File: config.mk
export PLATFORM = sky130hd
export DESIGN_NAME = camera
export DESIGN_NICKNAME = d
export VERILOG_FILES = /design/src/logic/camera_pkg.sv /design/src/logic/camera.sv /design/src/logic/camera_crop.sv /design/src/logic/camera_metering.sv /design/src/logic/camera_regs.sv
export VERILOG_INCLUDE_DIRS = /design/src /design/src/logic
export SDC_FILE = /design/constraint.sdc
export NUM_CORES = 1
export LEC_CHECK = 0
export ABC_AREA = 1
export BUFFER_PORTS_ARGS = -buffer_cell sky130_fd_sc_hd__buf_2
export CAP_MARGIN = 15
export CORE_MARGIN = 3
export CORE_UTILIZATION = 55
export CTS_CLUSTER_SIZE = 8
export DETAILED_ROUTE_END_ITERATION = 6
export PLACE_DENSITY = 0.78
export SLEW_MARGIN = 10
export SYNTH_ARGS = -nofsm -noshare
export SYNTH_HDL_FRONTEND = slang
export SYNTH_SLANG_ARGS = --single-unit
File: constraint.sdc
create_clock -name mipi_byte_clock -period 2.2 [get_ports mipi_byte_clock]
set_input_delay 0 -clock mipi_byte_clock [delete_from_list [all_inputs] [get_ports mipi_byte_clock]]
set_output_delay 0 -clock mipi_byte_clock [all_outputs]
set_load 0.005 [all_outputs]
File: src/logic/camera_defines.svh
//******************************
// Field widths, register word
// addresses and reset values
//******************************

`ifndef CAMERA_DEFINES_SVH
`define CAMERA_DEFINES_SVH

`define CAM_PIXEL_WIDTH         10
`define CAM_COORD_WIDTH         12
`define CAM_SUM_WIDTH           24
`define CAM_WB_DATA_WIDTH       32
`define CAM_WB_ADDR_WIDTH       4
`define CAM_FRAME_COUNT_WIDTH   8

`define CAM_REG_CTRL            4'd0
`define CAM_REG_X_START         4'd1
`define CAM_REG_X_END           4'd2
`define CAM_REG_Y_START         4'd3
`define CAM_REG_Y_END           4'd4
`define CAM_REG_RED             4'd5
`define CAM_REG_GREEN           4'd6
`define CAM_REG_BLUE            4'd7
`define CAM_REG_FRAMES          4'd8

`define CAM_WINDOW_START_RESET  12'd0
`define CAM_WINDOW_END_RESET    12'd4095
`define CAM_CTRL_METER_EN_BIT   0

`endif

File: src/logic/camera_pkg.sv
//******************************
// Vector types and structs for
// stream, bus, window, metering
//******************************

`include "camera_defines.svh"

package camera_pkg;

typedef logic [`CAM_PIXEL_WIDTH-1:0]       pixel_t;
typedef logic [`CAM_COORD_WIDTH-1:0]       coord_t;
typedef logic [`CAM_SUM_WIDTH-1:0]         sum_t;
typedef logic [`CAM_WB_DATA_WIDTH-1:0]     wb_data_t;
typedef logic [`CAM_WB_ADDR_WIDTH-1:0]     wb_addr_t;
typedef logic [`CAM_FRAME_COUNT_WIDTH-1:0] frame_count_t;

typedef struct packed {
    pixel_t data;
    logic   line_valid;
    logic   frame_valid;
    logic   row_odd;      // Bayer phase, crop output only
    logic   col_odd;
} stream_t;

typedef struct packed {
    logic     cyc;
    logic     stb;
    logic     we;
    wb_addr_t adr;
    wb_data_t dat;
} wb_req_t;

typedef struct packed {
    logic     ack;
    wb_data_t dat;
} wb_rsp_t;

typedef struct packed {
    coord_t x_start;
    coord_t x_end;      // Exclusive
    coord_t y_start;
    coord_t y_end;      // Exclusive
} crop_window_t;

typedef struct packed {
    sum_t         red_sum;
    sum_t         green_sum;
    sum_t         blue_sum;
    frame_count_t frame_count;
} metering_t;

endpackage

File: src/logic/camera.sv
//******************************
// Camera front top level
//******************************

`timescale 1ns/1ps

module camera (
    input  logic                mipi_byte_clock,
    input  logic                mipi_byte_reset_n,
    input  camera_pkg::wb_req_t wb_req_i,
    output camera_pkg::wb_rsp_t wb_rsp_o,
    input  camera_pkg::stream_t pixel_i,
    output camera_pkg::stream_t pixel_o
);

import camera_pkg::*;

crop_window_t window;
logic         meter_enable;
metering_t    metering;

camera_regs u_regs (
    .mipi_byte_clock   (mipi_byte_clock),
    .mipi_byte_reset_n (mipi_byte_reset_n),
    .wb_req_i          (wb_req_i),
    .wb_rsp_o          (wb_rsp_o),
    .window_o          (window),
    .meter_enable_o    (meter_enable),
    .metering_i        (metering)
);

camera_crop u_crop (
    .mipi_byte_clock   (mipi_byte_clock),
    .mipi_byte_reset_n (mipi_byte_reset_n),
    .window_i          (window),
    .pixel_i           (pixel_i),
    .pixel_o           (pixel_o)      // Also feeds metering
);

camera_metering u_metering (
    .mipi_byte_clock   (mipi_byte_clock),
    .mipi_byte_reset_n (mipi_byte_reset_n),
    .meter_enable_i    (meter_enable),
    .pixel_i           (pixel_o),
    .metering_o        (metering)
);

endmodule

File: src/logic/camera_crop.sv
//******************************
// Window crop with pixel
// coordinates and Bayer phase
//******************************

`timescale 1ns/1ps

module camera_crop (
    input  logic                     mipi_byte_clock,
    input  logic                     mipi_byte_reset_n,
    input  camera_pkg::crop_window_t window_i,
    input  camera_pkg::stream_t      pixel_i,
    output camera_pkg::stream_t      pixel_o
);

import camera_pkg::*;

logic   line_valid_q;
logic   frame_valid_q;
logic   line_start;
logic   line_end;
logic   frame_start;
logic   in_window;
logic   keep;
coord_t col_count;
coord_t row_count;
coord_t column;
coord_t row;

assign line_start  = pixel_i.line_valid & ~line_valid_q;
assign line_end    = ~pixel_i.line_valid & line_valid_q;
assign frame_start = pixel_i.frame_valid & ~frame_valid_q;

// Coordinates of the pixel on the input this cycle
assign column = line_start ? '0 : col_count;
assign row    = frame_start ? '0 : row_count;

assign in_window = (column >= window_i.x_start) && (column < window_i.x_end) &&
                   (row >= window_i.y_start) && (row < window_i.y_end);

assign keep = pixel_i.line_valid & pixel_i.frame_valid & in_window;

always_ff @(posedge mipi_byte_clock or negedge mipi_byte_reset_n) begin
    if (!mipi_byte_reset_n) begin
        line_valid_q  <= 1'b0;
        frame_valid_q <= 1'b0;
        col_count     <= '0;
        row_count     <= '0;
    end else begin
        line_valid_q  <= pixel_i.line_valid;
        frame_valid_q <= pixel_i.frame_valid;
        if (pixel_i.line_valid) begin
            col_count <= column + 1'b1;
        end
        if (frame_start) begin
            row_count <= '0;
        end else if (line_end) begin
            row_count <= row_count + 1'b1;     // Next line of the frame
        end
    end
end

// One cycle stage for every stream field
always_ff @(posedge mipi_byte_clock or negedge mipi_byte_reset_n) begin
    if (!mipi_byte_reset_n) begin
        pixel_o <= '0;
    end else begin
        pixel_o.data        <= keep ? pixel_i.data : '0;
        pixel_o.line_valid  <= keep;
        pixel_o.frame_valid <= pixel_i.frame_valid;
        pixel_o.row_odd     <= row[0];     // Absolute parity
        pixel_o.col_odd     <= column[0];
    end
end

endmodule

File: src/logic/camera_metering.sv
//******************************
// Per-channel RGGB sums over a
// frame, latched at frame end
//******************************

`timescale 1ns/1ps

module camera_metering (
    input  logic                  mipi_byte_clock,
    input  logic                  mipi_byte_reset_n,
    input  logic                  meter_enable_i,
    input  camera_pkg::stream_t   pixel_i,
    output camera_pkg::metering_t metering_o
);

import camera_pkg::*;

logic frame_valid_q;
logic frame_end;
logic accumulate;
logic is_red;
logic is_green;
logic is_blue;
sum_t pixel_ext;
sum_t red_acc;
sum_t green_acc;
sum_t blue_acc;

assign frame_end  = frame_valid_q & ~pixel_i.frame_valid;
assign accumulate = meter_enable_i & pixel_i.line_valid;

// RGGB phase decode
assign is_red   = ~pixel_i.row_odd & ~pixel_i.col_odd;
assign is_blue  = pixel_i.row_odd & pixel_i.col_odd;
assign is_green = pixel_i.row_odd ^ pixel_i.col_odd;

assign pixel_ext = sum_t'(pixel_i.data);

always_ff @(posedge mipi_byte_clock or negedge mipi_byte_reset_n) begin
    if (!mipi_byte_reset_n) begin
        frame_valid_q <= 1'b0;
    end else begin
        frame_valid_q <= pixel_i.frame_valid;
    end
end

always_ff @(posedge mipi_byte_clock or negedge mipi_byte_reset_n) begin
    if (!mipi_byte_reset_n) begin
        red_acc   <= '0;
        green_acc <= '0;
        blue_acc  <= '0;
    end else if (frame_end) begin
        red_acc   <= '0;     // Start over for the next frame
        green_acc <= '0;
        blue_acc  <= '0;
    end else if (accumulate) begin
        if (is_red) begin
            red_acc <= red_acc + pixel_ext;
        end
        if (is_green) begin
            green_acc <= green_acc + pixel_ext;
        end
        if (is_blue) begin
            blue_acc <= blue_acc + pixel_ext;
        end
    end
end

// Results hold until the next frame ends
always_ff @(posedge mipi_byte_clock or negedge mipi_byte_reset_n) begin
    if (!mipi_byte_reset_n) begin
        metering_o <= '0;
    end else if (frame_end) begin
        metering_o.red_sum     <= red_acc;
        metering_o.green_sum   <= green_acc;
        metering_o.blue_sum    <= blue_acc;
        metering_o.frame_count <= metering_o.frame_count + 1'b1;     // Wraps at 255
    end
end

endmodule

File: src/logic/camera_regs.sv
//******************************
// Wishbone classic register
// block: control, crop window
// and metering readback
//******************************

`timescale 1ns/1ps
`include "camera_defines.svh"

module camera_regs (
    input  logic                     mipi_byte_clock,
    input  logic                     mipi_byte_reset_n,
    input  camera_pkg::wb_req_t      wb_req_i,
    output camera_pkg::wb_rsp_t      wb_rsp_o,
    output camera_pkg::crop_window_t window_o,
    output logic                     meter_enable_o,
    input  camera_pkg::metering_t    metering_i
);

import camera_pkg::*;

logic     req_valid;
logic     access;
logic     write_en;
logic     ack_q;
wb_data_t dat_q;
wb_data_t read_data;

assign req_valid = wb_req_i.cyc & wb_req_i.stb;
assign access    = req_valid & ~ack_q;      // First cycle of a request
assign write_en  = access & wb_req_i.we;

assign wb_rsp_o = '{ack: ack_q, dat: dat_q};

// Read mux, unmapped words return zero
always_comb begin
    read_data = '0;
    case (wb_req_i.adr)
        `CAM_REG_CTRL:    read_data[`CAM_CTRL_METER_EN_BIT] = meter_enable_o;
        `CAM_REG_X_START: read_data = wb_data_t'(window_o.x_start);
        `CAM_REG_X_END:   read_data = wb_data_t'(window_o.x_end);
        `CAM_REG_Y_START: read_data = wb_data_t'(window_o.y_start);
        `CAM_REG_Y_END:   read_data = wb_data_t'(window_o.y_end);
        `CAM_REG_RED:     read_data = wb_data_t'(metering_i.red_sum);
        `CAM_REG_GREEN:   read_data = wb_data_t'(metering_i.green_sum);
        `CAM_REG_BLUE:    read_data = wb_data_t'(metering_i.blue_sum);
        `CAM_REG_FRAMES:  read_data = wb_data_t'(metering_i.frame_count);
        default:          read_data = '0;
    endcase
end

// Single cycle ack, one cycle after the request starts
always_ff @(posedge mipi_byte_clock or negedge mipi_byte_reset_n) begin
    if (!mipi_byte_reset_n) begin
        ack_q <= 1'b0;
    end else begin
        ack_q <= access;
    end
end

always_ff @(posedge mipi_byte_clock) begin
    if (access) begin
        dat_q <= read_data;     // Valid together with ack
    end
end

// Writes land on the same edge that raises ack
always_ff @(posedge mipi_byte_clock or negedge mipi_byte_reset_n) begin
    if (!mipi_byte_reset_n) begin
        meter_enable_o   <= 1'b0;
        window_o.x_start <= `CAM_WINDOW_START_RESET;
        window_o.x_end   <= `CAM_WINDOW_END_RESET;
        window_o.y_start <= `CAM_WINDOW_START_RESET;
        window_o.y_end   <= `CAM_WINDOW_END_RESET;
    end else if (write_en) begin
        case (wb_req_i.adr)
            `CAM_REG_CTRL: begin
                meter_enable_o <= wb_req_i.dat[`CAM_CTRL_METER_EN_BIT];
            end
            `CAM_REG_X_START: begin
                window_o.x_start <= wb_req_i.dat[`CAM_COORD_WIDTH-1:0];
            end
            `CAM_REG_X_END: begin
                window_o.x_end <= wb_req_i.dat[`CAM_COORD_WIDTH-1:0];
            end
            `CAM_REG_Y_START: begin
                window_o.y_start <= wb_req_i.dat[`CAM_COORD_WIDTH-1:0];
            end
            `CAM_REG_Y_END: begin
                window_o.y_end <= wb_req_i.dat[`CAM_COORD_WIDTH-1:0];
            end
            default: begin
                // Metering words are read only
            end
        endcase
    end
end

endmodule

# Word level (Yosys, flattened, before mapping)
# Index checks and enable logic that the tools add are counted.
# totals
ff_bits	274
input_bits	55
output_inout_bits	47
elab_cells	93
# op_classes
addsub	6
order_cmp	4
n_eq_ne	8
n_mux	16
bitwise_logic	19
reduce_logical	17
# op_table
cell	n
24-bit 2-to-1 mux	9
23-bit one-hot mux with 8 select lines	1
24-bit by 10-bit adder with 24-bit output	3
12-bit 2-to-1 mux	4
12-bit by 1-bit adder with 12-bit output, second input constant	2
12-bit >= comparator	2
12-bit < comparator	2
4-bit by 3-bit equality test with 1-bit output, second input constant	4
2-bit AND reduction	8
1-bit AND	12
10-bit 2-to-1 mux	1
2-bit nonzero test	5
1-bit one-hot mux with 9 select lines	1
8-bit by 1-bit adder with 8-bit output, second input constant	1
4-bit by 2-bit equality test with 1-bit output, second input constant	2
1-bit inverter	6
4-bit by 1-bit equality test with 1-bit output, second input constant	1
4-bit equality test, second input constant	1
4-bit logical NOT	1
1-bit logical AND	3
1-bit XOR	1

# Longest topological paths before layout
# logic_depth
ltp_word	9
mapped_depth	17
mapped_depth_nobuf	16

# Modules after synthesis
# Synthesis repeated with hierarchy kept, for this count alone.
# unflattened
hier_cells	2008
area_unflattened_um2	15283.4
# by_module_without_submodules
mod	instances	cells_per_inst	area_per_inst_um2
camera_metering	1	1114	8394.3
camera_regs	1	472	3778.6
camera_crop	1	422	3110.5

# Least setup slack after synthesis
# No wires, ideal clock.
# synth_path
kind	register to register
start	register u_crop.frame_valid_q
end	register u_crop.pixel_o[10] (netlist name)
setup_time_ns	0.069
t_arrival_ns	2.152
required_time_ns	2.131
path_slack_ns	-0.020
path_stages_with_launch	15
n_path_buf	2
synth_period_minus_slack_ns	2.220
cell_sequence	dfrtp_1 nor2_4 clkbuf_1 nor2_1 ha_1 nand2_1 nor2_1 and2_1 nand2_1 nand4_1 nand3_1 nor2_1 nand3_1 buf_6 nor2_2
# synth_via
elab_chain_len	8
elab_cells_between_ends	9
cone_classes	2 x order compare; 2 x mux; 3 x bitwise; 2 x reduce/logical
# synth_lines
element	line	rtl
start, declared	camera_crop.sv:19	logic frame_valid_q;
start signal, assigned	camera_crop.sv:51	frame_valid_q <= pixel_i.frame_valid;
1-bit inverter (*)	camera_crop.sv:32	assign frame_start = pixel_i.frame_valid & ~frame_valid_q;
1-bit AND (*)	camera_crop.sv:32	
12-bit 2-to-1 mux (*)	camera_crop.sv:36	assign row = frame_start ? '0 : row_count;
12-bit >= comparator	camera_crop.sv:39	(row >= window_i.y_start) && (row < window_i.y_end);
1-bit logical AND	camera_crop.sv:38	assign in_window = (column >= window_i.x_start) && (column < window_i.x_end) &&
1-bit logical AND (*)	camera_crop.sv:39	
1-bit AND (*)	camera_crop.sv:41	assign keep = pixel_i.line_valid & pixel_i.frame_valid & in_window;
10-bit 2-to-1 mux (*)	camera_crop.sv:68	pixel_o.data <= keep ? pixel_i.data : '0;
# Every way passes the cells marked *; elsewhere a longest branch is shown, timed or not.
# A chain may end at the register's enable or synchronous reset.

# Final worst setup path
# layout_path
start	register u_crop.frame_valid_q
end	register u_crop.pixel_o[7] (netlist name)
# layout_via
elab_chain_len	8
elab_cells_between_ends	9
cone_classes	2 x order compare; 2 x mux; 3 x bitwise; 2 x reduce/logical
# layout_lines
element	line
1-bit inverter (*)	camera_crop.sv:32
1-bit AND (*)	camera_crop.sv:32
12-bit 2-to-1 mux (*)	camera_crop.sv:36
12-bit >= comparator	camera_crop.sv:39
1-bit logical AND	camera_crop.sv:38
1-bit logical AND (*)	camera_crop.sv:39
1-bit AND (*)	camera_crop.sv:41
10-bit 2-to-1 mux (*)	camera_crop.sv:68
# Marks and branches as above.

==> results.yml <==
status:
  run_status: "finished with violations"
  failed_checks: "setup timing"
timing:
  fin_crit_sh_pct: 104.7
  post_route_setup_tns_ns: -0.9492
  fin_worst_skew_ns: 0.02307
  timing.final.hold_violations: 0
  tightest_slew_ns: 0.7695
  timing.max_slew.rel_slack_pct: 48.57
  maxSlewViolCount: 0
  achievable-frequency_mhz: 434.0
  grt_setup_unrepaired: "yes"
  finalCriticalPeriod_ns: 2.304
  final.hold.worst_slack_ns: 0.02625
  setup_violations: 11
  post-route-worst-setup-slack_ns: -0.1043
setup_path:
  crit_path_start: "u_crop.frame_valid_q"
  worst-setup-path-type: "flip-flop to flip-flop"
  r2r_start: "u_crop.frame_valid_q"
  critPathCaptureType: "flip-flop"
  rr_worst_depth: 13
  worst_r2r_endpoint: "u_crop.pixel_o[7]"
  critical_path_arrival_ns: 2.77
  timing.critical_path.to: "u_crop.pixel_o[7]"
  path_max_fanout: 6
  critical_path.startpoint_type: "flip-flop"
  r2r_setup_slack_ns: -0.10
  worstPathRequired_ns: 2.66
routing:
  route.detailed.drc: 0
  drt_iter0_drc: 1276
  antenna_nets_post_route: 0
  totalWireLength_um: 38610
  num_vias: 12510
  routed_wire_length_per_instance_um: 17.14
  drt_first_pass_iters: 6
  viasPerCell: 5.552
clock_tree:
  ctsRootBufferMaster: "sky130_fd_sc_hd__clkbuf_16"
  cts.htree.levels: 2
  cts_sinks: 266
  cts.clk_slew.worst_paths_ns: 0.05
  clock_insertion_delay_at_the_later_pin_of_the_skew_report_ns: 0.53
  cts_buf_count: 39
  tritoncts: "built"
  clk_path_buf_depth: 3
placed_design:
  post-dp-hpwl_um: 27070
  place_worst_setup_slack_ns: -0.1113
  final_replace_weighted_congestion: 0.9698
  buffer_ports.inserted: 71
job:
  max-cap-violations: 0
pwr:
  p_clk_share_pct: 44.8
  leakage_nw: 8.179
  seq_power_share_pct: 43.8
  vdd_drop_max_mv: 0.6046
  power_switching_w: 0.003241
  p_int_w: 0.009090
  sw_frac_of_total_pct: 26.28
  fin_total_pwr_w: 0.01233
  combinationalPowerShare_pct: 11.4
  power-per-cell-area_nw_per_um2: 731.6
synthesis:
  synth_area_um2: 14180
  postSynth.topFlopCell: "sky130_fd_sc_hd__dfrtp_1"
  yosysSeqAreaShare_pct: 48.01
  synth-edff-count: 24
  yosysWarnings: 0
  flops_latches_synth: 266
  synth.distinct_cells: 46
  number_of_standard_cells_after_synthesis: 1751
  post_synthesis_async_set_or_reset_flop_share_pct: 90.98
  syn_avg_cell_area_um2: 8.096
final_layout:
  areaGrowthSynthToFinish_pct: 18.89
  drive_above_1_share_pct: 14.20
  insertedDiodeCount: 0
  mostFrequentLayoutCell: "sky130_fd_sc_hd__nand2_1"
  finalNetCount: 2034
  layout_common_cells: "452 x sky130_fd_sc_hd__nand2_1, 224 x sky130_fd_sc_hd__inv_1, 216 x sky130_fd_sc_hd__dfrtp_1"
global_routing:
  grt-ovfl-total: 0
  grt_start_max_net_pins: 78
  gr-usage-all-layers_pct: 27.20
  grt_first_pass_wirelength_um: 61950
  via_count_of_the_first_global_routing_pass: 12380
  number_of_antenna_violations_at_the_first_check_in_global_routing: 0
floorplan:
  core_area_um2: 25250
  die_height_um: 166.5
  die_w_um: 166.5
  die_area_um2: 27740
  rows: 58
  pin_count: 102
  start_util_pct: 56.13
min_path:
  hold_path_class: "input pin to async pin"
-- Yosys cell counts, drive strengths merged (24+ instances only) --
library cell / number / share of area [%]
nand3: 77 / 2.8
a21oi: 93 / 3.3
o22ai: 26 / 1.1
nand2: 469 / 13
edfxtp: 24 / 5.1
clkbuf: 28 / 0.74
inv: 234 / 6.2
o21ai: 181 / 6.4
ha: 78 / 6.9
buf: 27 / 1.2
nor2: 147 / 4.1
dfrtp: 218 / 38
dfstp: 24 / 4.4
-- per-stage QoR --
step	util, %	std cells	cell area (um2)
finish	66.74	2253	16850
global route	66.74	2253	16850
CTS	65.70	2251	16590
detailed placement	59.94	2153	15140
global placement	59.94	2153	15140
floorplan	-	1758	14200
-- sequential cells by signal (all words and copies together), names as in the netlist --
signal,cells
u_regs.dat_q,24
u_regs.ack_q,1
u_metering.green_acc,24
u_crop.pixel_o,13
u_metering.blue_acc,24
u_crop.col_count,12
u_regs.window_o,48
u_crop.row_count,12
u_metering.red_acc,24
u_metering.metering_o,80
u_crop.line_valid_q,1
u_regs.meter_enable_o,1
u_crop.frame_valid_q,1
u_metering.frame_valid_q,1
-- cells by family (layout without fill, tap and decap cells) --
kind of cell	after synthesis	in the layout	synth area share [%]
compound gates	338	338	12.97
simple gates	745	746	21.64
flops	266	266	48.01
xor+xnor	31	31	1.915
buf+inv	289	453	8.120
other cells	1	8	0.02645
fa+ha+maj	81	81	7.308
-- worst min path at each step --
| stage | to | slack (ns) | depth (start not counted) |
|---|---|---|---|
| 2_1_floorplan | u_crop.col_count[0] | -0.30 | 0 |
| 3_3_place_gp | u_regs.window_o[39] | 0.01 | 1 |
| 3_5_place_dp | u_regs.window_o[39] | 0.02 | 1 |
| 4_1_cts | u_regs.ack_q | 0.04 | 4 |
| 5_1_grt | u_regs.ack_q | 0.06 | 4 |
| 6_report | u_regs.window_o[39] | 0.03 | 2 |
-- per-layer routing --
metal,part of all wire [%],global-route usage [%],up-vias
li1,-,-,6026
met1,42,34.83,5947
met2,49,47.37,447
met3,6.1,4.011,88
met4,3.2,9.613,0
met5,0,0,-
-- worst max-delay path, cell delays in order (launching register included) --
cell and delay, ns:
sky130_fd_sc_hd__dfrtp_2 0.44, sky130_fd_sc_hd__nor2_4 0.26, sky130_fd_sc_hd__nor2_2 0.08, sky130_fd_sc_hd__ha_1 0.32, sky130_fd_sc_hd__nand2_2 0.07, sky130_fd_sc_hd__nor2_2 0.13, sky130_fd_sc_hd__and2_1 0.13, sky130_fd_sc_hd__nand2_1 0.05
sky130_fd_sc_hd__nand4_1 0.09, sky130_fd_sc_hd__nand3_1 0.10, sky130_fd_sc_hd__nor2_2 0.14, sky130_fd_sc_hd__nand3_4 0.15, sky130_fd_sc_hd__clkbuf_16 0.20, sky130_fd_sc_hd__nor2_2 0.08
-- final cells by class --
class / count / area (um2)
inverter: 234 / 878.3
clock inverter: 3 / 33.78
fill: 2045 / 8401
clock buffer: 63 / 1087
sequential: 266 / 6809
multi-input combinational: 1204 / 6505
tap: 330 / 412.9
timing repair buffer: 153 / 1127
-- power by group through the flow --
stage	registers (W)	logic, W	clock network, W
after floorplan	0.00541	0.000779	0
after global placement	0.00545	0.00119	0
after detailed placement	0.00546	0.00123	0
after CTS	0.00539	0.00129	0.00558
after global routing	0.00541	0.00158	0.00580
final	0.00539	0.00141	0.00552
-- what timing repair did --
action	4_1_cts	5_1_grt
hold buffers	30	0
gates resized for setup	8	75
pin swaps	1	11
endpoints found under the hold margin	278	0
endpoints found under the setup margin	17	49
cloned	1	1
setup buffers	1	1
Power figures use the tool's default switching activity.
